**config.mk**
```make
export PLATFORM = sky130hd
export DESIGN_NAME = i2c_line_engine
export DESIGN_NICKNAME = d
export VERILOG_FILES = /design/src/rtl/eeprom_pkg.sv /design/src/rtl/i2c_line_engine.sv
export SDC_FILE = /design/constraint.sdc
export NUM_CORES = 1
export LEC_CHECK = 0
export ABC_AREA = 1
export BUFFER_PORTS_ARGS = -buffer_cell sky130_fd_sc_hd__clkbuf_2
export CAP_MARGIN = 5
export CORE_MARGIN = 2
export CORE_UTILIZATION = 35
export CTS_BUF_LIST = sky130_fd_sc_hd__clkbuf_2 sky130_fd_sc_hd__clkbuf_4 sky130_fd_sc_hd__clkbuf_8
export CTS_CLUSTER_DIAMETER = 150
export CTS_CLUSTER_SIZE = 8
export DETAILED_ROUTE_END_ITERATION = 8
export GPL_TIMING_DRIVEN = 0
export PLACE_DENSITY_LB_ADDON = 0.1
export SLEW_MARGIN = 20
export SYNTH_ARGS = -nofsm -noshare
export SYNTH_HDL_FRONTEND = slang
export SYNTH_SLANG_ARGS = --single-unit
```
**constraint.sdc**
```tcl
create_clock -name clk -period 1.4 [get_ports clk]
set_clock_uncertainty 0.05 [all_clocks]
set_input_delay 0.28 -clock clk [delete_from_list [all_inputs] [get_ports clk]]
set_output_delay 0.28 -clock clk [all_outputs]
set_load 0.02 [all_outputs]
```
**src/rtl/eeprom_pkg.sv**
```systemverilog
package eeprom_pkg;

  localparam int ADDR_W = 11;
  localparam int DATA_W = 8;

  // device type code, top nibble of every control byte
  localparam logic [3:0] DEV_CODE = 4'b1010;

  // clocks per quarter of an scl period
  localparam int SCL_QTR = 4;
  localparam int QTR_W   = $clog2(SCL_QTR);

  localparam int QUEUE_DEPTH = 4;
  localparam int QPTR_W      = $clog2(QUEUE_DEPTH);
  localparam int QCNT_W      = $clog2(QUEUE_DEPTH + 1);

  typedef struct packed {
    logic              write;
    logic [ADDR_W-1:0] addr;
    logic [DATA_W-1:0] data;
  } eeprom_cmd_t;

  // data is the read byte on a read, the written byte on a write
  typedef struct packed {
    logic              write;
    logic [ADDR_W-1:0] addr;
    logic [DATA_W-1:0] data;
    logic              nack;
  } eeprom_rsp_t;

  typedef enum logic [1:0] {
    LINE_START,
    LINE_STOP,
    LINE_TX,
    LINE_RX
  } line_kind_e;

  typedef struct packed {
    line_kind_e        kind;
    logic [DATA_W-1:0] data;
    logic              last;  // answer a received byte with nack
  } line_op_t;

endpackage

```
**src/rtl/i2c_line_engine.sv**
```systemverilog
`timescale 1ns/1ps
module i2c_line_engine (
  input  logic                 clk,
  input  logic                 rst,
  input  logic                 op_valid,
  input  eeprom_pkg::line_op_t op,
  output logic                 op_done,
  output logic [7:0]           rx_byte,
  output logic                 ack_ok,
  output logic                 scl,
  output logic                 sda_oe,
  input  logic                 sda_in
);
  import eeprom_pkg::*;

  typedef enum logic [2:0] {
    ST_IDLE,
    ST_START,
    ST_STOP,
    ST_TX,
    ST_RX
  } eng_state_e;

  eng_state_e       state;
  logic [QTR_W-1:0] tick;     // clocks within a quarter
  logic [1:0]       phase;    // quarter within a bit
  logic [3:0]       bit_idx;  // 8 is the acknowledge bit
  logic [7:0]       sh;
  logic             last;
  logic             qtr_end;
  logic             ack_bit;
  logic             op_end;
  logic             scl_nxt;
  logic             oe_nxt;

  assign qtr_end = (tick == QTR_W'(SCL_QTR - 1));
  assign ack_bit = (bit_idx == 4'd8);
  assign op_end  = qtr_end && (phase == 2'd3) &&
                   ((state == ST_START) || (state == ST_STOP) || ack_bit);
  assign rx_byte = sh;

  // line levels for the current quarter, registered one clock later
  always_comb begin
    scl_nxt = phase[0] ^ phase[1];  // high in quarters 1 and 2
    oe_nxt  = 1'b0;
    case (state)
      ST_START: oe_nxt = phase[1];  // sda falls while scl high
      ST_STOP: begin
        scl_nxt = (phase != 2'd0);
        oe_nxt  = !phase[1];        // sda rises while scl high
      end
      ST_TX:   oe_nxt = !ack_bit && !sh[7];
      ST_RX:   oe_nxt = ack_bit && !last;
      default: begin
        scl_nxt = scl;  // hold the line between ops
        oe_nxt  = sda_oe;
      end
    endcase
  end

  always_ff @(posedge clk) begin
    if (rst) begin
      state   <= ST_IDLE;
      tick    <= '0;
      phase   <= '0;
      bit_idx <= '0;
      op_done <= 1'b0;
      ack_ok  <= 1'b0;
      scl     <= 1'b1;
      sda_oe  <= 1'b0;
    end else begin
      op_done <= 1'b0;
      scl     <= scl_nxt;
      sda_oe  <= oe_nxt;
      if (state == ST_IDLE) begin
        if (op_valid) begin
          case (op.kind)
            LINE_START: state <= ST_START;
            LINE_STOP:  state <= ST_STOP;
            LINE_TX:    state <= ST_TX;
            default:    state <= ST_RX;
          endcase
          tick    <= '0;
          phase   <= '0;
          bit_idx <= '0;
          ack_ok  <= 1'b1;
        end
      end else begin
        tick <= qtr_end ? '0 : tick + 1'b1;
        if (qtr_end) begin
          phase <= phase + 1'b1;
          // ack sampled mid-high on the ninth bit
          if (phase == 2'd1 && state == ST_TX && ack_bit) ack_ok <= !sda_in;
          if (phase == 2'd3) bit_idx <= bit_idx + 1'b1;
        end
        if (op_end) begin
          state   <= ST_IDLE;
          op_done <= 1'b1;
        end
      end
    end
  end

  // shift register, msb first both ways
  always_ff @(posedge clk) begin
    if (state == ST_IDLE && op_valid) begin
      sh   <= op.data;
      last <= op.last;
    end else if (qtr_end && !ack_bit) begin
      if (state == ST_RX && phase == 2'd1) sh <= {sh[6:0], sda_in};
      if (state == ST_TX && phase == 2'd3) sh <= {sh[6:0], 1'b0};
    end
  end

endmodule

```
### Yosys cells after proc, flatten, opt, wreduce, memory -nomap -nowiden

Cells that the tools add are included.

| cells by class | value |
|---|---|
| add/sub/neg operators | 3 |
| equal/unequal tests | 11 |
| muxes and demuxes | 24 |
| bitwise operators | 1 |
| reductions and logical operators | 35 |

Operators by type and width:

| operator | number |
|---|---|
| $mux 8 | 4 |
| $mux 4 | 4 |
| $reduce_bool 2->1 | 7 |
| $logic_and 1x1->1 | 10 |
| $mux 2 | 5 |
| $mux 3 | 3 |
| $pmux 3 s3 | 1 |
| $eq 2x2->1 const B | 3 |
| $eq 3x2->1 const B | 2 |
| $reduce_and 2->1 | 3 |
| $reduce_and 3->1 | 2 |
| $logic_not 1->1 | 5 |
| $mux 1 | 5 |
| $add 2x1->2 const B | 2 |
| $add 4x1->4 const B | 1 |
| $eq 2x1->1 const B | 2 |
| $eq 4x4->1 const B | 1 |
| $pmux 1 s4 | 1 |
| $reduce_bool 4->1 | 1 |
| $eq 3x1->1 const B | 1 |
| $eq 3x3->1 const B | 1 |
| $logic_not 3->1 | 1 |
| $reduce_bool 3->1 | 1 |
| $reduce_or 3->1 | 1 |
| other kinds (6) | 7 |

| word-level totals | value |
|---|---|
| output and inout port bits | 12 |
| logic and storage cells | 84 |
| input port bits | 15 |
| register bits after elaboration | 24 |

### Longest topological paths before layout

| depth | value |
|---|---|
| depth after elaboration | 6 |
| depth in mapped cells | 8 |
| mapped depth without buffers | 8 |

### Worst setup path after synthesis

Ideal clock, no wire load.

| path | value |
|---|---|
| kind | register to register |
| start | reg state[0] |
| end | reg sh[0], in the netlist rx_byte[0] (enable) |
| setup slack | -86 ps |
| data required time | 1021 ps |
| setup time | 329 ps |
| cell stages (with the launch flop) | 7 |
| arrival time | 1107 ps |
| buffers on the path | 1 |
| clock period less this slack | 1486 ps |
| cell sequence | dfxtp_1 nor2_4 nand2_4 inv_4 nand2_4 buf_6 nand2_1 |

| between the ends | value |
|---|---|
| word-level cells in the longest chain between the ends | 4 |
| elaborated cells on any way between the ends | 9 |
| classes of those cells | eq/ne (2); reduce/logical (7) |

RTL lines:

| element | RTL line | text |
|---|---|---|
| start, declared | i2c_line_engine.sv:24 | `eng_state_e state;` |
| start signal, assigned | i2c_line_engine.sv:63 | `state <= ST_IDLE;` |
| start signal, assigned | i2c_line_engine.sv:78 | `LINE_START: state <= ST_START;` |
| start signal, assigned | i2c_line_engine.sv:79 | `LINE_STOP: state <= ST_STOP;` |
| $eq 3x3->1 (tied with other cells) | i2c_line_engine.sv:110 | `if (state == ST_RX && phase == 2'd1) sh <= {sh[6:0], sda_in};` |
| $logic_and 1x1->1, on equally long branches | i2c_line_engine.sv:110, i2c_line_engine.sv:106, i2c_line_engine.sv:111 |  |
| $reduce_bool 3->1 (no source line) or $reduce_bool 2->1 (tied branches) | n/a |  |
| $reduce_and 2->1 (no source line) * | n/a |  |
| end signal, assigned | i2c_line_engine.sv:107 | `sh <= op.data;` |
| end signal, assigned | i2c_line_engine.sv:110 |  |
| end signal, assigned | i2c_line_engine.sv:111 | `if (state == ST_TX && phase == 2'd3) sh <= {sh[6:0], 1'b0};` |
| end, declared | i2c_line_engine.sv:28 | `logic [7:0] sh;` |

Every way passes the cells marked *; elsewhere a longest branch is shown, timed or not.
A chain may end at the register's enable or synchronous reset.

### Final worst setup path

| path | value |
|---|---|
| start | reg state[1] |
| end | reg sh[4], in the netlist rx_byte[4] (enable) |

The elaborated chain is that of the path after synthesis.

==> key figures <==
Routing
  • Top Metal Used: met4
  • DRT iter0 DRCs: 43
  • Met3 Routed Length: 83 microns
  • DRC Markers: 0
  • Met2 wire len: 1530 microns
  • Vias per cell: 4.76
  • Pre-Repair DR Iteration Count: 4
  • Via Count: 1210
  • Final WL: 3110 microns
  • Metal-1 WL: 1480 microns
  • DR WL/cell: 12.2 microns
  • Final ANT Viol Nets: 0

Floorplanning
  • FP Rows: 22
  • Initial Utilization: 36.1%
  • Die width: 65.0 microns
  • I/O Pins: 27
  • Die height: 65.0 microns
  • Die Footprint: 0.00423 sq mm
  • Core box area: 0.00361 sq mm

CTS
  • Htree depth: 1
  • Root Driver: clkbuf_8
  • TritonCTS buffer count: 3
  • Hold Buf Count CTS: 0
  • Clk Latency, worst-skew pair: 0.27 ns
  • CTS tree: done
  • Clock Path Buffers: 2
  • Clock slew at reported path FFs: 0.09 ns
  • CTS Sinks: 24

STA
  • Final worst setup slack: 0.00958 ns
  • WHS: 0.138 ns
  • Setup Viol. Count Final: 0
  • Crit path time final: 1.39 ns
  • Peak Freq: 719 MHz
  • Hold Fails Final Rpt: 0
  • Relative slew margins: 59.9%
  • RSZ-0062 raised after global routing: yes
  • Least-Margin Pin Slew: 0.601 ns
  • Final worst-path cycle share: 99.3%
  • Max-slew violations: 0

Setup path
  • Startpoint types: register
  • Top Family by Delay on Critical Path: simple AND/OR/NAND/NOR gates
  • Most frequent CP cell: nand2_8
  • Slowest stage delay, CP: 0.38 ns
  • CP cell instances: nor2_4 -> nand2_4 -> inv_4 -> nand2_8 -> buf_12 -> nand2_8
  • Slowest-stage cell, CP: dfxtp_4
  • Crit path max fanout: 8
  • CP Capture Type: register
  • Reg2reg path depth: 6
  • Data arrival, critical path: 1.33 ns
  • Critical Path RT: 1.33 ns
  • WP depth: 6
  • Kind of critical path: reg -> reg
  • CP Buf/Inv Count: 2

Synth
  • Synth Area in Compound Gates: 7.97%
  • Synth unique cells: 24
  • Synth async-reset ratio: 0%
  • Post-Syn Nets: 188
  • Synthesis-stage register bit count: 24
  • Top FF cell, synth: dfxtp_1
  • Post-synthesis simple-gate area fraction: 32.7%
  • Synth top area share: 23.1%
  • Post-synth EDFFs: 9
  • Sequential fraction of the synthesis area: 43.8%
  • Syn Inst Count: 164
  • Largest area contributor in the netlist: dfxtp_1
  • Largest family of logic cells by synthesized area: simple AND/OR/NAND/NOR gates
  • Synth Area in XOR/XNOR: 0.672%
  • Syn. warnings: 0
  • Ranking of synthesized cells by area: dfxtp_1 23%, edfxtp_1 21%, nand2_1 15%, ha_1 8.6%, nor2_1 4.9%
  • Synth Area in Adders: 8.65%
  • Post-synthesis cell area: 0.00130 sq mm
  • Post-synthesis mux area share: 0%
  • Synth Area per Inst: 7.94 sq um

Placed design
  • Port bufs: 26
  • Gp weighted congestion: 0.780
  • Pre-CTS WS: -0.215 ns
  • HPWL Detailed: 2100 microns

Global route
  • Gr usage total: 14.8%
  • Largest net degree at the start of global routing: 14
  • First-pass GRT wire length: 4890 microns
  • Vias in the first global route: 1102
  • Initial antenna violation count: 0
  • Grt ovf: 0

Layout
  • # nets final: 231
  • Layout cells sized above 1: 36.4%
  • Synth-to-layout area growth: 36.5%
  • Util after Layout: 49.3%
  • Ant diodes: 0

Worst hold path
  • Worst Hold Path Cells: 1
  • Hold Path Class: in -> reg

Pwr
  • Power Density: 1060 mW/mm^2
  • Pleak: 0.000765 uW
  • Total power: 1880 uW
  • Worst VDD drop: 0.000654 V

Job
  • Total of max-cap violations: 0

Run status
  • Status: completed
## cell usage after synthesis (2+ instances only)
library cell / number
a21oi_2: 2
nand3_1: 12
nor2_1: 17
nand4_1: 3
o21ai_0: 4
ha_1: 9
inv_1: 13
nand2_1: 51
a21oi_1: 10
nor3_1: 4
dfxtp_1: 15
nand2_4: 2
nand3_2: 2
nor2_4: 2
edfxtp_1: 9
## worst reg2reg max path, delay by kind of cell, from the launching register on
family | cells | cell delay [ns]
flip-flops | 1 | 0.38
AND/OR/NAND/NOR | 4 | 0.44
buffers and inverters | 2 | 0.24
## final timing paths
kind         startpoint    endpoint  slack (ns)
max            state[1]  rx_byte[4]        0.01
min               op[0]        last        0.14
max reg2reg    state[1]  rx_byte[4]        0.01
min reg2reg  bit_idx[0]  bit_idx[0]        0.41
## layout by cell type (no fill, tap or decap), types with 3 or more instances in the layout
cell / Yosys / routed
nand2_1: 51 / 49
clkbuf_2: 0 / 27
nor2_1: 17 / 17
inv_1: 13 / 12
a21oi_1: 10 / 9
nand3_1: 12 / 9
buf_4: 1 / 9
edfxtp_1: 9 / 9
dfxtp_1: 15 / 7
ha_1: 9 / 6
dfxtp_2: 0 / 6
nand3_2: 2 / 4
nand4_1: 3 / 3
nor3_1: 4 / 3
o21ai_0: 4 / 3
clkbuf_8: 0 / 3
## timing repair
item,CTS,global route
setup endpoints to repair,23,22
gates resized for setup,14,22
gates cloned,0,2
buffers inserted,1,9
pin swaps,2,6
hold endpoints to repair,0,0
## state kept, by name, summed over array words and instances (netlist names)
name     cells
state        3
last         1
bit_idx      4
sda_oe       1
tick         2
ack_ok       1
rx_byte      8
scl          1
op_done      1
phase        2
## metal layers
metal  global-route usage [%]  vias up
met5                        0        -
met2                     25.5       16
met1                     18.6      566
li1                         -      626
met4                     2.93        0
met3                     3.82        2
## cell families after synthesis
logic type                 after synthesis
adders and majority gates                9
buffers and inverters                   18
and+or+nand+nor                         94
xor gates and xnor gates                 1
DFF                                     24
AOI/OAI and AO/OA                       18
## cell type report
type                            count  area, sq um
Fill cell                         359         1830
Multi-Input combinational cell    122          748
Sequential cell                    24          586
Timing Repair Buffer               38          239
Inverter                           15         61.3
Tap cell                           48         60.1
Clock buffer                        4         48.8
Buffer                              3         35.0
## metrics by stage
stage | setup TNS, ns | instances | area (sq um)
floorplan | 0 | 164 | 1310
global placement | -2.23 | 238 | 1500
detailed placement | -2.79 | 238 | 1500
CTS | 0 | 243 | 1600
global route | -0.132 | 254 | 1780
finish | 0 | 254 | 1780
## power breakdown
part           internal (uW)  switching (uW)
registers                809            50.9
clock network            223             227
logic                    252             319
total                   1280             596
No activity file was read; power rests on OpenSTA's default activity.
