`config.mk`:
```
export PLATFORM = sky130hd
export DESIGN_NAME = eeprom_wr
export DESIGN_NICKNAME = d
export VERILOG_FILES = /design/src/rtl/eeprom_pkg.sv /design/src/rtl/eeprom_wr.sv
export SDC_FILE = /design/constraint.sdc
export NUM_CORES = 1
export LEC_CHECK = 0
export BUFFER_PORTS_ARGS = -buffer_cell sky130_fd_sc_hd__buf_2
export CORE_MARGIN = 1
export CORE_UTILIZATION = 55
export CTS_CLUSTER_SIZE = 28
export DETAILED_ROUTE_END_ITERATION = 10
export GPL_ROUTABILITY_DRIVEN = 0
export PLACE_DENSITY_LB_ADDON = 0.2
export SETUP_SLACK_MARGIN = 0.15
export SLEW_MARGIN = 0
export SYNTH_ARGS = -nofsm -noshare
export SYNTH_HDL_FRONTEND = slang
export SYNTH_SLANG_ARGS = --single-unit
export TNS_END_PERCENT = 20
```
`constraint.sdc`:
```
create_clock -name clk -period 4.9 [get_ports clk]
set_clock_uncertainty 0.05 [all_clocks]
set_input_delay 0.49 -clock clk [delete_from_list [all_inputs] [get_ports clk]]
set_output_delay 0.49 -clock clk [all_outputs]
set_load 0.05 [all_outputs]
```
`src/rtl/eeprom_pkg.sv`:
```
package eeprom_pkg;

  localparam int ADDR_W = 11;
  localparam int DATA_W = 8;

  // device type code, top nibble of every control byte
  localparam logic [3:0] DEV_CODE = 4'b1010;

  // clocks per quarter of an scl period
  localparam int SCL_QTR = 4;
  localparam int QTR_W   = $clog2(SCL_QTR);

  localparam int QUEUE_DEPTH = 4;
  localparam int QPTR_W      = $clog2(QUEUE_DEPTH);
  localparam int QCNT_W      = $clog2(QUEUE_DEPTH + 1);

  typedef struct packed {
    logic              write;
    logic [ADDR_W-1:0] addr;
    logic [DATA_W-1:0] data;
  } eeprom_cmd_t;

  // data is the read byte on a read, the written byte on a write
  typedef struct packed {
    logic              write;
    logic [ADDR_W-1:0] addr;
    logic [DATA_W-1:0] data;
    logic              nack;
  } eeprom_rsp_t;

  typedef enum logic [1:0] {
    LINE_START,
    LINE_STOP,
    LINE_TX,
    LINE_RX
  } line_kind_e;

  typedef struct packed {
    line_kind_e        kind;
    logic [DATA_W-1:0] data;
    logic              last;  // answer a received byte with nack
  } line_op_t;

endpackage

```
`src/rtl/eeprom_wr.sv`:
```
`timescale 1ns/1ps
module eeprom_wr (
  input  logic                    clk,
  input  logic                    rst,
  input  logic                    q_valid,
  input  eeprom_pkg::eeprom_cmd_t q_cmd,
  output logic                    q_pop,
  output logic                    op_valid,
  output eeprom_pkg::line_op_t    op,
  input  logic                    op_done,
  input  logic [7:0]              rx_byte,
  input  logic                    ack_ok,
  output logic                    rsp_valid,
  output eeprom_pkg::eeprom_rsp_t rsp
);
  import eeprom_pkg::*;

  typedef enum logic [9:0] {
    ST_IDLE        = 10'b00_0000_0001,
    ST_WRITE_START = 10'b00_0000_0010,
    ST_CTRL_WRITE  = 10'b00_0000_0100,
    ST_ADDR_WRITE  = 10'b00_0000_1000,
    ST_DATA_WRITE  = 10'b00_0001_0000,
    ST_READ_START  = 10'b00_0010_0000,
    ST_CTRL_READ   = 10'b00_0100_0000,
    ST_DATA_READ   = 10'b00_1000_0000,
    ST_STOP        = 10'b01_0000_0000,
    ST_RESPOND     = 10'b10_0000_0000
  } wr_state_e;

  wr_state_e         state;
  logic              pending;  // op issued, waiting for op_done
  logic              op_state;
  logic              nack;
  eeprom_cmd_t       cmd_q;
  logic [DATA_W-1:0] data_q;
  logic [DATA_W-1:0] ctrl_byte;
  line_op_t          op_cur;

  assign q_pop     = (state == ST_IDLE) && q_valid;
  assign rsp_valid = (state == ST_RESPOND);
  assign rsp       = '{write: cmd_q.write, addr: cmd_q.addr, data: data_q, nack: nack};
  assign op_state  = (state != ST_IDLE) && (state != ST_RESPOND);
  // block select rides in the control byte, r/w in bit 0
  assign ctrl_byte = {DEV_CODE, cmd_q.addr[ADDR_W-1:DATA_W], (state == ST_CTRL_READ)};

  always_comb begin
    op_cur = '{kind: LINE_STOP, data: ctrl_byte, last: 1'b0};
    case (state)
      ST_WRITE_START, ST_READ_START: op_cur.kind = LINE_START;
      ST_CTRL_WRITE, ST_CTRL_READ:   op_cur.kind = LINE_TX;
      ST_ADDR_WRITE: begin
        op_cur.kind = LINE_TX;
        op_cur.data = cmd_q.addr[DATA_W-1:0];
      end
      ST_DATA_WRITE: begin
        op_cur.kind = LINE_TX;
        op_cur.data = cmd_q.data;
      end
      ST_DATA_READ: begin
        op_cur.kind = LINE_RX;
        op_cur.last = 1'b1;  // single byte, so nack it
      end
      default: ;
    endcase
  end

  always_ff @(posedge clk) begin
    if (rst) begin
      state    <= ST_IDLE;
      pending  <= 1'b0;
      op_valid <= 1'b0;
    end else begin
      op_valid <= 1'b0;
      if (state == ST_IDLE) begin
        if (q_valid) state <= ST_WRITE_START;
      end else if (state == ST_RESPOND) begin
        state <= ST_IDLE;
      end else if (!pending) begin
        op_valid <= 1'b1;
        pending  <= 1'b1;
      end else if (op_done) begin
        pending <= 1'b0;
        case (state)
          ST_WRITE_START: state <= ST_CTRL_WRITE;
          ST_CTRL_WRITE:  state <= ack_ok ? ST_ADDR_WRITE : ST_STOP;
          ST_ADDR_WRITE: begin
            if (!ack_ok) state <= ST_STOP;
            else if (cmd_q.write) state <= ST_DATA_WRITE;
            else state <= ST_READ_START;
          end
          ST_DATA_WRITE:  state <= ST_STOP;
          ST_READ_START:  state <= ST_CTRL_READ;
          ST_CTRL_READ:   state <= ack_ok ? ST_DATA_READ : ST_STOP;
          ST_DATA_READ:   state <= ST_STOP;
          default:        state <= ST_RESPOND;
        endcase
      end
    end
  end

  always_ff @(posedge clk) begin
    if (op_state && !pending) op <= op_cur;
    if (q_pop) begin
      cmd_q  <= q_cmd;
      data_q <= q_cmd.data;
      nack   <= 1'b0;
    end else if (pending && op_done) begin
      if (state == ST_DATA_READ) data_q <= rx_byte;
      else if (op_cur.kind == LINE_TX) nack <= nack | !ack_ok;  // sticky over the command
    end
  end

endmodule

```
Word-level counts from Yosys, hierarchy flattened --
Index checks and enable logic that the tools add are counted. Widths: inputs -> output; s select.
Operators by class: bitwise gates (word level) 4, reduce and logical (&&, ||, !) cells 18, eq/ne operators 13, muxes and demuxes 19
Operators with widths (number):
- $pmux 10 s6 | 1
- $mux 10 | 5
- $mux 9 | 3
- $mux 8 | 3
- $pmux 8 s2 | 1
- $eq 10x1->1 const B | 1
- $eq 10x10->1 const B | 1
- $eq 10x2->1 const B | 1
- $eq 10x3->1 const B | 1
- $eq 10x4->1 const B | 1
- $eq 10x5->1 const B | 1
- $eq 10x6->1 const B | 1
- $eq 10x7->1 const B | 1
- $eq 10x8->1 const B | 1
- $ne 10x1->1 const B | 1
- $ne 10x10->1 const B | 1
- $mux 6 | 1
- $pmux 2 s3 | 1
- $reduce_and 3->1 | 2
- $reduce_bool 3->1 | 2
- $logic_and 1x1->1 | 4
- $mux 1 | 4
- $reduce_and 2->1 | 2
- $reduce_bool 2->1 | 2
- 8 further kinds | 12
Word-level totals: bits in registers 52, logic and storage cells 65, input port bits 33

Depth between registers and ports, before layout --
Gate-level depths: netlist of run 1.
word-level depth 7, mapped depth 7, gate-level depth less buffers 5

Least setup slack after synthesis of run 1 --
Ideal clock, no wire load.
kind register to output, start register state[9], end output q_pop, path slack 2.423 ns, buffers on the path 2, data arrival time 1.937 ns, stages on the path, launching flop included 7, path through dfxtp_1 -> buf_2 -> nor4b_1 -> and3_1 -> nand2_2 -> buf_6 -> inv_1
On the way: word-level cells in the longest chain between the ends 2
Ends and longest elaborated chain:
- start, declared | line eeprom_wr.sv:31 | wr_state_e state;
- start signal, assigned | line eeprom_wr.sv:86 | ST_CTRL_WRITE: state <= ack_ok ? ST_ADDR_WRITE : ST_STOP;
- start signal, assigned | line eeprom_wr.sv:94 | ST_CTRL_READ: state <= ack_ok ? ST_DATA_READ : ST_STOP;
- $eq 10x1->1 | line eeprom_wr.sv:40 | assign q_pop = (state == ST_IDLE) && q_valid;
- $logic_and 1x1->1 | line eeprom_wr.sv:40
- end, declared | line eeprom_wr.sv:7 | output logic q_pop,
Every way passes these cells.

Final worst setup path of run 1 --
start register state[3], end output q_pop
Same word-level chain as after synthesis.

==> run metrics, run 1 <==
commonest non-fill, non-tap cells in the layout buf_2 (67), edfxtp_1 (39), dfxtp_1 (13), nor2_1 (10), mux2_4 (7); register bit total from synthesis 52; adder-cell area share of the yosys netlist 0; multiplexer share of the synthesized area 0.0500; Syn-to-layout area delta 14.8%; CP required 4.36 ns; clock sinks 52; Die ar. 4500 sq um; Routed WL 4670 um; crit share post-route 0.536; dpl cell area 2580 sq um; number of buffers created by CTS 5; critical path class flip-flop to output port; layout cells sized above 1 0.413; run status finished clean; clock tree buffer depth 2; FMAX 0.380 GHz; commonest non-fill, non-tap cell in the layout buf_2; compound-cell area share of the yosys netlist 0.116; Hold-fix buffers, CTS 0; Setup Buffers After CTS 0; CP Max Fanout 11; CTS tree done; Worst slew margin 0.225; IO Port Bufs 67; fin nets 255; DRC errors left 0; post-synth net total 200; grt ovf 0; Mapped Cells 167; Leak 1.11 nW; drt via density 5.83; maximum number of pins on one net before global-route repair 23; yosys warns 0; CP Data Arrival Time 2.09 ns; Synth cell types 44; Seq/Total Area, Yosys 0.615; ys async rst share 0; Hold Fails Final Rpt 0; initial DRC count 100; Synth area leader edfxtp_1; Initial Util 0.578; core box area 4030 sq um; Die X 67.1 um; root cell of the clock tree clkbuf_8; Setup crit end kind output port; shortest period the worst path allows 2.63 ns; Chip Height 67.1 um; cell area after layout 2670 sq um; total track usage 0.231; Clock transition at path regs 0.09 ns; post-synth top area share 0.503; clk_lat worst skew 0.31 ns; Post-DP HPWL 3400 um; synth top area cells edfxtp_1 (50%), dfxtp_1 (11%), mux2_4 (4.5%); vias in the first global route 1497; Post-synth EDFFs 39; Post-DRT Antenna Nets 0; Ant. Diodes 0; largest family of logic cells by synthesized area simple AND/OR/NAND/NOR gates; worst vdd ir 0.242 mV; antenna violations before repair 0; Pins Over Slew Limit 0; global-route wire length before repair 7350 um; setup violators final 0; routed vias 1592; Synth Area in XOR/XNOR 0.0113; PostCTS Resize Cnt 0; DRT Pass-1 Iters 4; element type at the critical path start flip-flop; drt wl/cell 17.1 um; post-synthesis simple-gate area fraction 0.132; Power, Total 1.09 mW; Mean Syn Cell Area 13.9 sq um; Final TNS setup 0 ns; PwrDens 408 nW/um^2; Worst-Margin Slew 1.15 ns; I/O pins 68; hold crit path type primary input to flip-flop; max cap viols 0; Site Rows 23; Top FF cell, synth edfxtp_1; RSZ-0062 raised after global routing no; Min Hold Slack 0.303 ns; H-tree depth 2; synthesized cell area 2330 sq um
## cell usage after synthesis, types with 4 or more instances
cell type,instances
buf_4,13
nand2_1,6
nor3b_1,5
edfxtp_1,39
mux2_4,7
nand3_1,6
buf_2,4
nor2_1,10
dfxtp_1,13
a32o_1,4
a221o_1,5
## through the flow
step                      cells   util  setup slack, ns
final                       273  0.663             2.27
after global routing        273  0.663             2.06
after floorplan             167      -             2.42
after detailed placement    265  0.640             2.42
after global placement      265  0.640             2.57
after CTS                   273  0.663             2.27
## worst max-delay path, cell delays in order (launching register included)
cell and delay (ns):
dfxtp_1 0.37, nor4_1 0.32, buf_4 0.23, and3_1 0.22, nand2_2 0.23, inv_1 0.14, buf_2 0.27
## cells by family (layout without fill, tap and decap cells)
group,count (synthesis),count (layout)
multiplexers,8,8
AND/OR/NAND/NOR,47,47
AO/OA/AOI/OAI,33,33
buffers and inverters,24,80
XOR/XNOR,3,3
flip-flops,52,52
## cell type report
class / instances / area (sq um)
Multi-Input combinational cell: 91 / 718
Sequential cell: 52 / 1430
Tap cell: 50 / 62.6
Inverter: 2 / 7.51
Clock buffer: 7 / 86.3
Timing Repair Buffer: 70 / 358
Fill cell: 310 / 1360
Clock inverter: 1 / 7.51
## layer usage
layer | GRT usage | wire length, um | up-vias | share of wire
li1 | - | - | 748 | -
met3 | 0.0651 | 434 | 11 | 0.093
met2 | 0.373 | 2200 | 103 | 0.47
met4 | 0.0931 | 87 | 0 | 0.019
met1 | 0.288 | 1950 | 730 | 0.42
met5 | 0 | 0 | - | 0
## registers in the layout, summed over array words and instances, names as in the netlist
register  cells
op           11
state        10
op_valid      1
data_q        8
rsp          12
nack          1
pending       1
cmd_q         8
## final timing paths
check / slack (ns) / cells past startpoint / from / endpoint
setup / recovery: 2.27 / 6 / state[3]$_SDFFE_PP0P_ / q_pop
hold / removal: 0.30 / 1 / q_cmd[13] / rsp[14]$_DFFE_PN_
setup reg to reg: 2.34 / 3 / state[9]$_SDFFE_PP0P_ / data_q[6]$_DFFE_PP_
hold reg to reg: 0.44 / 1 / pending$_SDFFE_PP0P_ / op_valid$_SDFF_PP0_
## report_power, final
| group | total (mW) | switching, mW | internal (mW) |
|---|---|---|---|
| clock | 0.250 | 0.135 | 0.115 |
| sequential | 0.557 | 0.0222 | 0.534 |
| combinational | 0.285 | 0.209 | 0.0758 |
| total | 1.09 | 0.366 | 0.725 |
Power figures use the tool's default switching activity.
==> run 2: changes to the inputs <==
--- a/config.mk
+++ b/config.mk
@@ -7,7 +7,7 @@
 export LEC_CHECK = 0
 export BUFFER_PORTS_ARGS = -buffer_cell sky130_fd_sc_hd__buf_2
 export CORE_MARGIN = 1
-export CORE_UTILIZATION = 55
+export CORE_UTILIZATION = 46
 export CTS_CLUSTER_SIZE = 28
 export DETAILED_ROUTE_END_ITERATION = 10
 export GPL_ROUTABILITY_DRIVEN = 0
==> constraint.sdc (replaced) <==
create_clock -name clk -period 2.35 [get_ports clk]
set_clock_uncertainty 0.05 [all_clocks]
set_input_delay 0.235 -clock clk [delete_from_list [all_inputs] [get_ports clk]]
set_output_delay 0.235 -clock clk [all_outputs]
set_load 0.05 [all_outputs]
==> run metrics, run 2 (synthesis results as in run 1) <==
Clock transition at path regs 0.09 ns (about the same); clock tree buffer depth 2 (unchanged); PwrDens 822 nW/um^2 (was 408 nW/um^2); Hold-fix buffers, CTS 0 (unchanged); root cell of the clock tree clkbuf_8 (unchanged); Ant. Diodes 0 (unchanged); Pins Over Slew Limit 0 (unchanged); max reg flops 12 (unchanged); dpl cell area 2650 sq um (was 2580 sq um); max cap viols 0 (unchanged); DRC errors left 0 (unchanged); I/O pins 68 (unchanged); CTS tree done (unchanged); R2R cell count 4 (was 3); clock sinks 52 (unchanged); CP Max Fanout 9 (was 11); maximum number of pins on one net before global-route repair 16 (was 23); Leak 1.14 nW (was 1.11 nW); Worst-Margin Slew 0.482 ns (was 1.15 ns); Worst slew margin 0.676 (was 0.225); element type at the critical path start flip-flop (unchanged); shortest period the worst path allows 2.15 ns; Post-DRT Antenna Nets 0 (unchanged); hold crit path type primary input to flip-flop (unchanged); antenna violations before repair 0 (unchanged); cell area after layout 2760 sq um (was 2670 sq um); Initial Util 0.486 (was 0.578); grt ovf 0 (unchanged); Chip Height 73.1 um (was 67.1 um); number of buffers created by CTS 5 (unchanged); Syn-to-layout area delta 18.7% (was 14.8%); commonest non-fill, non-tap cell in the layout buf_2 (unchanged); core box area 4790 sq um (was 4030 sq um); global-route wire length before repair 7620 um (was 7350 um); crit share post-route 0.913; Crit Reg-Reg Endpoint op[3]$_DFFE_PP_ (was data_q[6]$_DFFE_PP_); Hold Startpoint q_cmd[12] (was q_cmd[13]); FMAX 0.466 GHz; R2R Setup Slk 0.30 ns (was 2.34 ns); Routed WL 4830 um (was 4670 um); commonest non-fill, non-tap cells in the layout buf_2 (66), edfxtp_1 (39), dfxtp_1 (12), nor2_1 (10), buf_4 (9) (was buf_2 (67), edfxtp_1 (39), dfxtp_1 (13), nor2_1 (10), mux2_4 (7)); fill count 410 (was 310); Min Hold Slack 0.0545 ns (was 0.303 ns); CP Data Arrival Time 1.86 ns (was 2.09 ns); setup violators final 0 (unchanged); fin nets 261 (was 255); run status finished clean (unchanged); DRT Pass-1 Iters 4 (unchanged); Final TNS setup 0 ns (unchanged); layout cells sized above 1 0.445 (was 0.413); Slowest-stage cell, CP nor4_4 (was dfxtp_1); final setup margin 0.205 ns (was 2.27 ns); vias in the first global route 1643 (was 1497); critical path's largest stage delay 0.53 ns (was 0.37 ns); initial DRC count 113 (was 100); Die X 73.1 um (was 67.1 um); WHS Path Cells 1 (unchanged); Core Util, Final 0.577 (was 0.663); IO Port Bufs 67 (unchanged); R2R Path Start state[7]$_SDFFE_PP0P_ (was state[9]$_SDFFE_PP0P_); total track usage 0.195 (was 0.231); drt wl/cell 16.3 um (was 17.1 um); H-tree depth 2 (unchanged); clk_lat worst skew 0.30 ns (was 0.31 ns); Site Rows 25 (was 23); Post-DP HPWL 3600 um (was 3400 um); routed vias 1629 (was 1592); end of the worst hold path rsp[13]$_DFFE_PN_ (was rsp[14]$_DFFE_PN_); setup slack after placement 0.196 ns (was 2.42 ns); critical path class flip-flop to output port (unchanged); worst path cell trace nor4_4 -> and4b_1 -> buf_2 (was nor4_1 -> buf_4 -> and3_1 -> nand2_2 -> inv_1 -> buf_2); worst vdd ir 0.590 mV (was 0.242 mV); drt via density 5.50 (was 5.83); RSZ-0062 raised after global routing yes (was no); Die ar. 5350 sq um (was 4500 sq um); CP required 2.07 ns (was 4.36 ns); Hold Fails Final Rpt 0 (unchanged); Setup crit end kind output port (unchanged)
run 2: metal layers:
metal	track usage	wire, um	vias to the layer above
li1	-	-	761
met1	0.233	1950	770
met2	0.320	2340	89
met3	0.0635	440	9
met4	0.0871	100	0
met5	0	0	-
run 2: worst max path at each step:
stage                               start  depth (start not counted)  slack, ns                  end
floorplan           state[3]$_SDFFE_PP0P_                          4       0.26  data_q[0]$_DFFE_PP_
global placement    state[0]$_SDFFE_PP1P_                          5       0.32                q_pop
detailed placement  state[0]$_SDFFE_PP1P_                          5       0.20                q_pop
CTS                 state[0]$_SDFFE_PP1P_                          5       0.21                q_pop
global route        state[5]$_SDFFE_PP0P_                          5       0.14                q_pop
finish              state[7]$_SDFFE_PP0P_                          3       0.20            rsp_valid
run 2: metrics by stage:
stage / power, mW / cells
after floorplan: 1.65 / 167
after global placement: 1.79 / 287
after detailed placement: 1.81 / 287
after CTS: 2.28 / 296
after global routing: 2.37 / 296
final: 2.27 / 296
run 2: layout make-up:
class,instances,area [sq um],share of cell area
clock inverter,3,13.8,0.00498
multi-input combinational,91,734,0.266
inverter,2,11.3,0.00408
tap,67,83.8,0.0303
clock buffer,5,68.8,0.0249
timing repair buffer,76,418,0.151
sequential,52,1430,0.519
run 2: what timing repair did:
item                       CTS  global route
setup endpoints to repair    1            14
setup buffers                1             0
cloned                       0             0
hold endpoints to repair     0             0
resized for setup            2             3
run 2: report_power, final:
part / leakage (nW) / total [mW] / switching [mW] / internal, mW
clock: 0.0415 / 0.472 / 0.270 / 0.202
sequential: 0.467 / 1.16 / 0.0477 / 1.11
combinational: 0.634 / 0.638 / 0.449 / 0.189
run 2: critical path, delay by kind of cell, from the launching register on:
| kind | cells | cell delay [ns] |
|---|---|---|
| buffers and inverters | 1 | 0.29 |
| flip-flops | 1 | 0.40 |
| AND/OR/NAND/NOR | 2 | 0.88 |
