`src/rtl/eeprom_pkg.sv`:
```
package eeprom_pkg;

  localparam int ADDR_W = 11;
  localparam int DATA_W = 8;

  // device type code, top nibble of every control byte
  localparam logic [3:0] DEV_CODE = 4'b1010;

  // clocks per quarter of an scl period
  localparam int SCL_QTR = 4;
  localparam int QTR_W   = $clog2(SCL_QTR);

  localparam int QUEUE_DEPTH = 4;
  localparam int QPTR_W      = $clog2(QUEUE_DEPTH);
  localparam int QCNT_W      = $clog2(QUEUE_DEPTH + 1);

  typedef struct packed {
    logic              write;
    logic [ADDR_W-1:0] addr;
    logic [DATA_W-1:0] data;
  } eeprom_cmd_t;

  // data is the read byte on a read, the written byte on a write
  typedef struct packed {
    logic              write;
    logic [ADDR_W-1:0] addr;
    logic [DATA_W-1:0] data;
    logic              nack;
  } eeprom_rsp_t;

  typedef enum logic [1:0] {
    LINE_START,
    LINE_STOP,
    LINE_TX,
    LINE_RX
  } line_kind_e;

  typedef struct packed {
    line_kind_e        kind;
    logic [DATA_W-1:0] data;
    logic              last;  // answer a received byte with nack
  } line_op_t;

endpackage

```
`src/rtl/cmd_queue.sv`:
```
`timescale 1ns/1ps
module cmd_queue (
  input  logic                    clk,
  input  logic                    rst,
  input  logic                    push,
  input  eeprom_pkg::eeprom_cmd_t push_cmd,
  input  logic                    pop,
  output eeprom_pkg::eeprom_cmd_t head,
  output logic                    not_empty,
  output logic                    dropped
);
  import eeprom_pkg::*;

  eeprom_cmd_t       mem [QUEUE_DEPTH];
  logic [QPTR_W-1:0] wr_ptr;
  logic [QPTR_W-1:0] rd_ptr;
  logic [QCNT_W-1:0] count;
  logic              full;
  logic              do_push;
  logic              do_pop;

  function automatic logic [QPTR_W-1:0] ptr_inc(input logic [QPTR_W-1:0] p);
    return (p == QPTR_W'(QUEUE_DEPTH - 1)) ? '0 : p + 1'b1;
  endfunction

  assign full      = (count == QCNT_W'(QUEUE_DEPTH));
  assign not_empty = (count != '0);
  assign do_push   = push && !full;  // a full queue discards the push
  assign do_pop    = pop && not_empty;
  assign head      = mem[rd_ptr];

  always_ff @(posedge clk) begin
    if (do_push) mem[wr_ptr] <= push_cmd;
  end

  always_ff @(posedge clk) begin
    if (rst) begin
      wr_ptr  <= '0;
      rd_ptr  <= '0;
      count   <= '0;
      dropped <= 1'b0;
    end else begin
      dropped <= push && full;
      if (do_push) wr_ptr <= ptr_inc(wr_ptr);
      if (do_pop) rd_ptr <= ptr_inc(rd_ptr);
      case ({do_push, do_pop})
        2'b10:   count <= count + 1'b1;
        2'b01:   count <= count - 1'b1;
        default: count <= count;
      endcase
    end
  end

endmodule

```
`config.mk`:
```
export PLATFORM = sky130hd
export DESIGN_NAME = cmd_queue
export DESIGN_NICKNAME = d
export VERILOG_FILES = /design/src/rtl/eeprom_pkg.sv /design/src/rtl/cmd_queue.sv
export SDC_FILE = /design/constraint.sdc
export NUM_CORES = 1
export LEC_CHECK = 0
export ABC_AREA = 1
export ABC_CLOCK_PERIOD_IN_PS = 2100
export BUFFER_PORTS_ARGS = -buffer_cell sky130_fd_sc_hd__buf_2
export CAP_MARGIN = 20
export CORE_MARGIN = 2
export CORE_UTILIZATION = 44
export DETAILED_ROUTE_END_ITERATION = 12
export PLACE_DENSITY_LB_ADDON = 0.2
export SLEW_MARGIN = 20
export SYNTH_ARGS = -nofsm -noshare
export SYNTH_HDL_FRONTEND = slang
export SYNTH_SLANG_ARGS = --single-unit
```
`constraint.sdc`:
```
create_clock -name clk -period 2.1 [get_ports clk]
set_input_delay 0.21 -clock clk [delete_from_list [all_inputs] [get_ports clk]]
set_output_delay 0.21 -clock clk [all_outputs]
set_load 0.05 [all_outputs]
```
=== Word level (Yosys, flattened, before mapping) ===
Memory sizes are Yosys's and may differ from the RTL's. A register that Yosys moved wholly into a read port is not among the register bits.
Cells that the tools add are included.

* Output and inout bits: 22
* Input bits: 24
* Flip-flop bits (word level): 8
* Memories kept: 1
* Bits in writable memories: 80
* Bits in read-only memories: 0
* Latch bits: 0

* Order comparisons: 0
* Reductions and logical operators: 6
* Multiplexer cells: 7
* Divide/modulo/power cells: 0
* $add $sub $neg: 4
* Bitwise gates (word level): 0
* $mul: 0
* Shifts and indexed selects: 0
* Equality and inequality tests: 5

{| class="wikitable"
|+ Memories
! memory !! words !! width !! rd ports !! clocked after memory_dff !! wr ports !! line !! text
|-
| mem || 4 || 20 || 1 || 1 || 1 || cmd_queue.sv:14 || <nowiki>eeprom_cmd_t mem [QUEUE_DEPTH];</nowiki>
|}

{| class="wikitable"
|+ Operators by type and width
! operator !! count
|-
| $mux 2 || 4
|-
| $eq 2x2->1 const B || 3
|-
| $pmux 3 s2 || 1
|-
| $add 2x1->2 const B || 2
|-
| $add 3x1->3 const B || 1
|-
| $eq 3x3->1 const B || 1
|-
| $logic_and 1x1->1 || 3
|-
| $reduce_bool 3->1 || 1
|-
| $sub 3x1->3 const B || 1
|-
| $eq 2x1->1 const B || 1
|-
| $mux 1 || 2
|-
| $reduce_bool 2->1 || 1
|-
| $logic_not 1->1 || 1
|}

=== Logic depth before layout (Yosys ltp) ===
Gate-level depths: netlist of run 1.

* Depth after elaboration: 5
* Mapped depth: 12
* Depth with buffers taken out: 12

=== Worst setup path before layout of run 1 ===
OpenSTA, ideal clock, no wires.

* Path kind: flip-flop to flip-flop
* Start point: register count[0]
* End point: register count[1]
* Stages on the path, launching flop included: 8
* Required time: 2.030 ns
* Buffers on the path: 0
* Arrival: 2.008 ns
* Setup slack: 0.022 ns
* Setup time: 0.070 ns
* Cells stage by stage: dfxtp_1 > inv_1 > nand3_1 > and2_1 > ha_1 > inv_1 > fa_1 > a21oi_1

* Elaborated cells on any way between the ends: 11
* Classes of those cells: add/sub: 2; eq/ne: 3; mux: 1; reduce/logical: 5

{| class="wikitable"
|+ RTL lines
! element !! line !! text
|-
| from (decl) || cmd_queue.sv:17 || <nowiki>logic [QCNT_W-1:0] count;</nowiki>
|-
| from (signal assigned) || cmd_queue.sv:47 || <nowiki>2'b10: count <= count + 1'b1;</nowiki>
|-
| from (signal assigned) || cmd_queue.sv:48 || <nowiki>2'b01: count <= count - 1'b1;</nowiki>
|-
| from (signal assigned) || cmd_queue.sv:49 || <nowiki>default: count <= count;</nowiki>
|-
| $reduce_bool 3->1 (*) || cmd_queue.sv:27 || <nowiki>assign not_empty = (count != '0);</nowiki>
|-
| net not_empty || cmd_queue.sv:9 || <nowiki>output logic not_empty,</nowiki>
|-
| $logic_and 1x1->1 (*) || cmd_queue.sv:29 || <nowiki>assign do_pop = pop && not_empty;</nowiki>
|-
| $eq 2x1->1 or $eq 2x2->1 (tied branches) || cmd_queue.sv:46 || <nowiki>case ({do_push, do_pop})</nowiki>
|-
| $pmux 3 s2 or $reduce_bool 2->1 (tied branches) || n/a ||
|}

The timed path passes the listed nets; every way through them passes the cells marked *.
A chain may end at the register's enable or synchronous reset.

==> results of run 1 <==
[worst min-delay path by stage]
stage | start | endpoint | slack [ns] | cells after the start
final | push_cmd[6] | mem[0][6] | 0.08 | 1
after global routing | push_cmd[2] | mem[3][2] | 0.06 | 1
after CTS | push_cmd[13] | mem[2][13] | 0.06 | 1
after detailed placement | push_cmd[2] | mem[0][2] | 0.43 | 1
after global placement | push_cmd[3] | mem[0][3] | 0.43 | 1
after floorplan | push_cmd[0] | mem[0][0] | 0.31 | 0
[critical path: cells and delay by family, from the launching register on]
kind	cells	cell delay (ns)
AOI/OAI and AO/OA	1	0.20
buffers and inverters	3	0.78
and+or+nand+nor	1	0.05
DFF	1	0.34
[synth_stat cells (all sizes together)]
master / number / area [um2]
a21oi: 6 / 30.0
and2: 1 / 6.26
buf: 8 / 40.0
clkbuf: 4 / 15.0
dfxtp: 10 / 200
edfxtp: 80 / 2400
fa: 1 / 20.0
ha: 6 / 75.1
inv: 17 / 63.8
nand2: 11 / 41.3
nand3: 6 / 30.0
nand3b: 1 / 7.51
nand4: 1 / 6.26
nor2: 50 / 188
o21ai: 42 / 210
o22ai: 20 / 125
or2: 1 / 6.26
[area by class of cell]
type,count,area share (%)
Sequential cell,90,63.5
Multi-Input combinational cell,146,18.4
Timing Repair Buffer,57,8.30
Clock buffer,10,3.11
Tap cell,102,3.11
Clock inverter,6,1.98
Inverter,17,1.56
[logic make-up (layout without fill, tap and decap cells)]
| family | count (synthesis) | count (layout) | share of synthesized area [%] |
|---|---|---|---|
| fa+ha+maj | 7 | 7 | 2.74 |
| flops | 90 | 90 | 75.1 |
| simple gates | 71 | 71 | 8.23 |
| buf+inv | 29 | 90 | 3.43 |
| compound gates | 68 | 68 | 10.5 |
[through the flow]
stage | hold WS [ns] | std cells
after floorplan | 0.309 | 265
after global placement | 0.428 | 412
after detailed placement | 0.431 | 412
after CTS | 0.0606 | 428
after global routing | 0.0625 | 428
final | 0.0800 | 428
[cell usage in the layout, fill, tap and decap left out, types with 4 or more instances in the layout]
cell       n
dfxtp_1   10
clkbuf_8   9
nor2_2     4
nand3_1    6
inv_1     16
edfxtp_1  80
nand2_1   11
a21oi_1    6
o21ai_1   40
nor2_1    46
buf_2     45
ha_1       6
buf_4     10
o22ai_1   20
[power by group through the flow]
| stage | combinational (uW) | clock (uW) | sequential (uW) |
|---|---|---|---|
| after floorplan | 1660 | 0 | 2260 |
| after global placement | 2200 | 0 | 2260 |
| after detailed placement | 2220 | 0 | 2260 |
| after CTS | 2220 | 1260 | 2220 |
| after global routing | 2380 | 1310 | 2240 |
| final | 2200 | 1220 | 2220 |
[flip-flops by register name, indices dropped and copies added (netlist names), named ones only]
signal / flops
dropped: 1
rd_ptr: 2
count: 3
mem: 80
wr_ptr: 2
[metal layers]
metal,track usage [%],up-vias
met5,0,-
met4,8.09,0
met3,3.66,11
met2,24.3,33
met1,20.2,1038
li1,-,1065
==> impl_metrics.tcl, run 1 <==
set metrics [dict create \
    chipWidth_um 92.8 \
    grt_pass1_vias 2022 \
    dp_hpwl_um 3910 \
    clockBufferDepth 2 \
    antenna_found_initial 0 \
    p_int_uw 3370 \
    top_layer "met4" \
    cts_inserted_buffers 9 \
    drc 0 \
    endpoint_kind "output pin" \
    ir_worst_vdd_uv 1040 \
    post-route-period-util_pct 91.7 \
    wl_met2_um 2930 \
    fin_ws_ns 0.173 \
    via_count 2147 \
    initial_utilization_pct 45.1 \
    detail_route.wl_per_cell_um 14.5 \
    drtIter0Drc 124 \
    core_region_area_um2 7690 \
    route.met3.wl_um 283 \
    place_congestion 0.752 \
    clkSlewWorstSetupHoldPaths_ns 0.08 \
    netlist-cell-type-count 19 \
    synth.avg_cell_area_um2 13.1 \
    rsz0062_at_grt "no" \
    path_class "register to output pin" \
    crit_fanout 24 \
    power_frac_comb_pct 38.9 \
    cts_repair_resize_count 0 \
    clock_sinks 90 \
    total_power_uw 5640 \
    maxCapViolCount 0 \
    relSlewSlack_pct 78.3 \
    yosys_register_bits 90 \
    grt_overflow_total 0 \
    htree_levels 3 \
    cts_setup_buffers 0 \
    ff2ff_path_depth 12 \
    ys_seq_area_share_pct 75.1 \
    diodes 0 \
    power.density_nw_per_um2 1380 \
    fill_cells 669 \
    grt_use_total_pct 15.5 \
    crit_path_start_kind "register" \
    grt_first_pass_wirelength_um 10100 \
    reg2reg_to "count[2]" \
    drive_gt1_share_pct 23.3 \
    status "completed" \
    worstPathRequired_ns 1.89 \
    tightest_slew_ns 0.326 \
    drt.antenna.violating_nets 0 \
    rows 32 \
    layout_min_cycle_time_ns 1.93 \
    setup_viol 0 \
    nNetsFinal 352 \
    die_y_um 92.8 \
    fmax_mhz 519 \
    grt_max_degree 25 \
    cts-root-buf "clkbuf_8" \
    hp-class "input port to register" \
    final_hold_viol_count 0 \
    die-area_um2 8610 \
    viasPerCell 5.02 \
    seq_area_um2 2600 \
    crit_arrival_ns 1.72 \
    cp_slowest_cell "dfxtp_1" \
    insertion_delay_ns 0.34 \
    p_leak_uw 0.00153 \
    cts_tree "yes" \
    synth.net_count 296 \
    cp-endpoint "head[10]" \
    swShare_pct 40.2 \
    critPathMaxStageDelay_ns 0.34 \
    dr.pass1.iters 4 \
    place_area_um2 3890 \
    io_buffer_count 45 \
    clockPowerShare_pct 21.7 \
    final_max_slew_viol_count 0 \
    synth_warnings 0 \
    synthToLayoutAreaGrowth_pct 18.2 \
    synth_area_um2 3470 \
    met1_length_um 2900 \
    switching_power_uw 2270 \
    tns_ns 0 \
    post-place-ws_ns 0.267 \
    reg2reg_from "count[0]" \
    multiInputGateArea_um2 756 \
    fin_skew_ns 0.00852 \
    syn_inst 265 \
    finish.utilization_pct 53.3 \
    wl_um 6220 \
    seqPwrFrac_pct 39.4 \
    ff2ff_setup_slack_ns 0.25 \
    design_area_um2 4100 \
    ios 46 \
    cp_cell_sequence "inv_2 -> buf_12 -> nor2_1 -> o22ai_1 -> buf_2" \
    hold_buffers 0 \
]
No activity file was read; power rests on OpenSTA's default activity.
==> inputs of run 2 (changes only) <==
--- a/config.mk
+++ b/config.mk
@@ -8,11 +8,12 @@
 export ABC_AREA = 1
 export ABC_CLOCK_PERIOD_IN_PS = 2100
 export BUFFER_PORTS_ARGS = -buffer_cell sky130_fd_sc_hd__buf_2
-export CAP_MARGIN = 20
+export CAP_MARGIN = 15
 export CORE_MARGIN = 2
 export CORE_UTILIZATION = 44
 export DETAILED_ROUTE_END_ITERATION = 12
 export PLACE_DENSITY_LB_ADDON = 0.2
+export REMOVE_ABC_BUFFERS = 1
 export SLEW_MARGIN = 20
 export SYNTH_ARGS = -nofsm -noshare
 export SYNTH_HDL_FRONTEND = slang
==> run 2 against run 1 <==
Compared with the run above: sequential power hardly changed; sequential share of layout area is 0.67 points higher; critical path depth is 1 lower; clock power is 16% lower; combinational power hardly changed; largest cell class unchanged; via count is 1.5% higher; wire length is 3.0% higher; clock-buffer cell count stayed put; global-route usage hardly changed; register-to-register slack hardly changed; setup slack better by 0.040 ns; critical path type unchanged; clock skew is 0.0024 ns higher.
==> impl_metrics.tcl, run 2 (synthesized netlist as in run 1, its figures left out) <==
set metrics [dict create \
    status "completed" \
    cts_tree "yes" \
    via_count 2180 \
    hold_slack_ns 0.0674 \
    crit_family "buffers and inverters" \
    top_regs "mem (80), count (3)" \
    cts-root-buf "clkbuf_8" \
    cts_setup_buffers 0 \
    setup_viol 0 \
    crit_arrival_ns 1.68 \
    gr-usage-met2_pct 25.4 \
    cp_slowest_cell "dfxtp_1" \
    largest_register "mem" \
    grt_pass1_vias 2086 \
    diodes 0 \
    place_congestion 0.717 \
    post-place-ws_ns 0.272 \
    initial_utilization_pct 45.1 \
    dr.pass1.iters 4 \
    ff2ff_setup_slack_ns 0.26 \
    worstPathBufferInverterCount 2 \
    rows 32 \
    core_region_area_um2 7690 \
    endpoint_kind "output pin" \
    grt_overflow_total 0 \
    final_common_cell "edfxtp_1" \
    wl_um 6410 \
    fill_cells 665 \
    fin_skew_ns 0.0109 \
    crit_path_start_kind "register" \
    maxCapViolCount 0 \
    detail_route.wl_per_cell_um 14.9 \
    grt_max_degree 31 \
    total_power_uw 5440 \
    cts_repair_resize_count 0 \
    clock_sinks 90 \
    grt_use_total_pct 15.6 \
    crit_fanout 28 \
    cts_inserted_buffers 9 \
    drive_gt1_share_pct 24.2 \
    hp-class "input port to register" \
    p_leak_uw 0.00150 \
    path_class "register to output pin" \
    die-area_um2 8610 \
    relSlewSlack_pct 78.6 \
    viasPerCell 5.08 \
    largest_reg_flops 80 \
    drt.antenna.violating_nets 0 \
    critPathMaxStageDelay_ns 0.38 \
    final_max_slew_viol_count 0 \
    synthToLayoutAreaGrowth_pct 17.0 \
    clockBufferDepth 2 \
    chipWidth_um 92.8 \
    grt_first_pass_wirelength_um 10100 \
    fmax_mhz 530 \
    antenna_found_initial 0 \
    htree_levels 3 \
    grt.busiest_layer "met2" \
    dp_hpwl_um 4050 \
    layout_common_cells "edfxtp_1 (80), nor2_1 (46), buf_2 (45)" \
    post-route-period-util_pct 89.8 \
    grt_util_met3_pct 4.64 \
    io_buffer_count 45 \
    drtIter0Drc 154 \
    clkSlewWorstSetupHoldPaths_ns 0.09 \
    layout_min_cycle_time_ns 1.89 \
    hold_buffers 0 \
    drc 0 \
    met1_usage_pct 19.2 \
    tightest_slew_ns 0.321 \
    nNetsFinal 353 \
    cp_cell_sequence "buf_4 -> o21ai_1 -> o22ai_1 -> buf_2" \
    stdcell_count 429 \
    rsz0062_at_grt "no" \
    insertion_delay_ns 0.35 \
    dp_cells 413 \
    fin_ws_ns 0.213 \
    ios 46 \
    die_y_um 92.8 \
    final_hold_viol_count 0 \
    power.density_nw_per_um2 1340 \
    worstPathRequired_ns 1.89 \
    ir_worst_vdd_uv 548 \
]
## run 2: cell types whose count changed in the layout (fill, tap and decap cells not counted)
cell / before / now
clkinvlp_4: 0 / 4
buf_4: 10 / 12
bufinv_16: 2 / 0
clkinv_1: 2 / 0
buf_12: 2 / 1
## run 2: final cells by class
type | instances | area, um2 | area share, %
clock buffer | 10 | 128 | 3.15
timing repair buffer | 58 | 335 | 8.27
tap | 102 | 128 | 3.15
inverter | 17 | 63.8 | 1.57
multi-input combinational | 146 | 756 | 18.6
sequential | 90 | 2600 | 64.2
clock inverter | 6 | 43.8 | 1.08
## run 2: metal layers
metal	share of wire, %	wire length, um	vias up
met3	5.6	358	9
met2	48	3060	42
met5	0	0	-
li1	-	-	1069
met1	45	2890	1060
met4	1.7	110	0
## run 2: worst reg2reg max path, cell delays in order, from the launching register on
cell and delay, ns:
dfxtp_1 0.30, inv_1 0.14, nand3_1 0.20, nand2_1 0.15, ha_1 0.18, inv_1 0.07, fa_1 0.39, inv_1 0.07
nand2_1 0.06, nand3_1 0.07, nand2_1 0.05, inv_1 0.04, nor2_1 0.03
## run 2: metrics by stage
stage | TNS [ns] | util, % | instance area, um2
6_report | 0 | 52.8 | 4060
5_1_grt | 0 | 52.8 | 4060
4_1_cts | 0 | 52.8 | 4060
3_5_place_dp | 0 | 50.5 | 3880
3_3_place_gp | 0 | 50.5 | 3880
2_1_floorplan | -2.15 | - | 3410
## run 2: power by group
group | leakage, uW | internal [uW] | switching (uW)
clock | 0.0000745 | 429 | 588
sequential | 0.000816 | 2160 | 64.4
combinational | 0.000607 | 551 | 1650
## run 2: final timing paths
path | depth (start not counted) | start | endpoint
max | 4 | register | head[13]
min reg2reg | 2 | rd_ptr[1] | rd_ptr[1]
min | 1 | push_cmd[2] | mem[3][2]
max reg2reg | 12 | count[0] | count[2]
==> inputs of run 3 (changes only) <==
--- a/config.mk
+++ b/config.mk
@@ -12,6 +12,7 @@
 export CORE_MARGIN = 2
 export CORE_UTILIZATION = 44
 export DETAILED_ROUTE_END_ITERATION = 12
+export MAX_ROUTING_LAYER = met4
 export PLACE_DENSITY_LB_ADDON = 0.2
 export REMOVE_ABC_BUFFERS = 1
 export SLEW_MARGIN = 20
==> run 3 against run 2 <==
Compared with the run above: cell count unchanged; via count is 0.32% higher; critical path type unchanged; first-iteration DRC count shrank 3.9%; highest routed layer unchanged; largest cell class unchanged; register-to-register slack about the same.
==> impl_metrics.tcl, run 3 (synthesized netlist as in run 1, its figures left out) <==
set metrics [dict create \
    status "completed" \
    crit_path_start_kind "register" \
    post-place-ws_ns 0.272 \
    fmax_mhz 529 \
    htree_levels 3 \
    chipWidth_um 92.8 \
    antenna_found_initial 0 \
    final_common_cell "edfxtp_1" \
    viasPerCell 5.10 \
    endpoint_kind "output pin" \
    detail_route.wl_per_cell_um 15.0 \
    fin_skew_ns 0.0107 \
    clkSlewWorstSetupHoldPaths_ns 0.09 \
    ff2ff_setup_slack_ns 0.26 \
    dr.pass1.iters 4 \
    diodes 0 \
    ff2ff_path_depth 12 \
    die_y_um 92.8 \
    setup_viol 0 \
    grt_use_total_pct 16.0 \
    hold_buffers 0 \
    p_leak_uw 0.00150 \
    cts_repair_resize_count 0 \
    post-route-period-util_pct 89.9 \
    power.density_nw_per_um2 1340 \
    nNetsFinal 353 \
    stdcell_count 429 \
    tns_ns 0 \
    drc 0 \
    reg2reg_from "count[0]" \
    dp_hpwl_um 4050 \
    rsz0062_at_grt "no" \
    ir_worst_vdd_uv 548 \
    drtIter0Drc 148 \
    cp-endpoint "head[13]" \
    rows 32 \
    clock_sinks 90 \
    via_count 2187 \
    clockBufferDepth 2 \
    grt_overflow_total 0 \
    cts_setup_buffers 0 \
    layout_common_cells "edfxtp_1 (80), nor2_1 (46), buf_2 (45)" \
    final_hold_viol_count 0 \
    reg2reg_to "count[2]" \
    path_class "register to output pin" \
    relSlewSlack_pct 78.8 \
    ios 46 \
    cts-root-buf "clkbuf_8" \
    die-area_um2 8610 \
    synthToLayoutAreaGrowth_pct 17.0 \
    initial_utilization_pct 45.1 \
    cts_inserted_buffers 9 \
    drt.antenna.violating_nets 0 \
    final_max_slew_viol_count 0 \
    cts_tree "yes" \
    maxCapViolCount 0 \
    tightest_slew_ns 0.319 \
    layout_min_cycle_time_ns 1.89 \
    core_region_area_um2 7690 \
    wl_um 6430 \
    hp-class "input port to register" \
    largest_reg_flops 80 \
    drive_gt1_share_pct 24.2 \
    grt_first_pass_wirelength_um 10100 \
    grt_max_degree 31 \
    io_buffer_count 45 \
    crit_fanout 28 \
    dp_cells 413 \
    insertion_delay_ns 0.35 \
    worstPathRequired_ns 1.89 \
    top_regs "mem (80), count (3)" \
    place_congestion 0.725 \
    crit_arrival_ns 1.68 \
    fin_ws_ns 0.211 \
    largest_register "mem" \
    grt_pass1_vias 2090 \
]
[run 3: critical path: stages, from the launching register on]
cell and delay (ns):
dfxtp_1 0.38, buf_4 0.32, o21ai_1 0.12, o22ai_1 0.20
buf_2 0.30
[run 3: how the worst min path moves through the flow]
stage | from | to | slack, ns | cells past startpoint
final | push_cmd[2] | mem[3][2] | 0.07 | 1
after global routing | push_cmd[6] | mem[0][6] | 0.06 | 1
after CTS | push_cmd[19] | mem[1][19] | 0.06 | 1
after detailed placement | push_cmd[19] | mem[3][19] | 0.42 | 1
after global placement | push_cmd[19] | mem[1][19] | 0.43 | 1
after floorplan | push_cmd[0] | mem[0][0] | 0.31 | 0
[run 3: per-layer routing]
layer / wire length [um] / track usage [%]
met5: 0 / -
met1: 2880 / 19.3
met4: 102 / 7.11
met2: 3050 / 25.4
met3: 396 / 4.48
[run 3: through the flow]
| stage | hold slack [ns] | total power [uW] | util [%] | area (um2) |
|---|---|---|---|---|
| CTS | 0.0551 | 5500 | 52.8 | 4060 |
| detailed placement | 0.425 | 4490 | 50.5 | 3880 |
| global route | 0.0627 | 5750 | 52.8 | 4060 |
| finish | 0.0665 | 5450 | 52.8 | 4060 |
| floorplan | 0.309 | 3860 | - | 3410 |
| global placement | 0.425 | 4460 | 50.5 | 3880 |
[run 3: where the power goes]
group | leakage, uW | internal [uW] | total [uW] | switching, uW
clock | 0.0000745 | 429 | 1020 | 589
combinational | 0.000607 | 551 | 2200 | 1650
sequential | 0.000816 | 2160 | 2220 | 64.9
total | 0.00150 | 3140 | 5450 | 2310
[run 3: cell type report]
class	instances	area [um2]
clock buffers	10	128
clock inverters	6	43.8
fillers	665	3630
inverters	17	63.8
multi-input cells	146	756
flip-flops and latches	90	2600
well taps	102	128
repair buffers	58	335
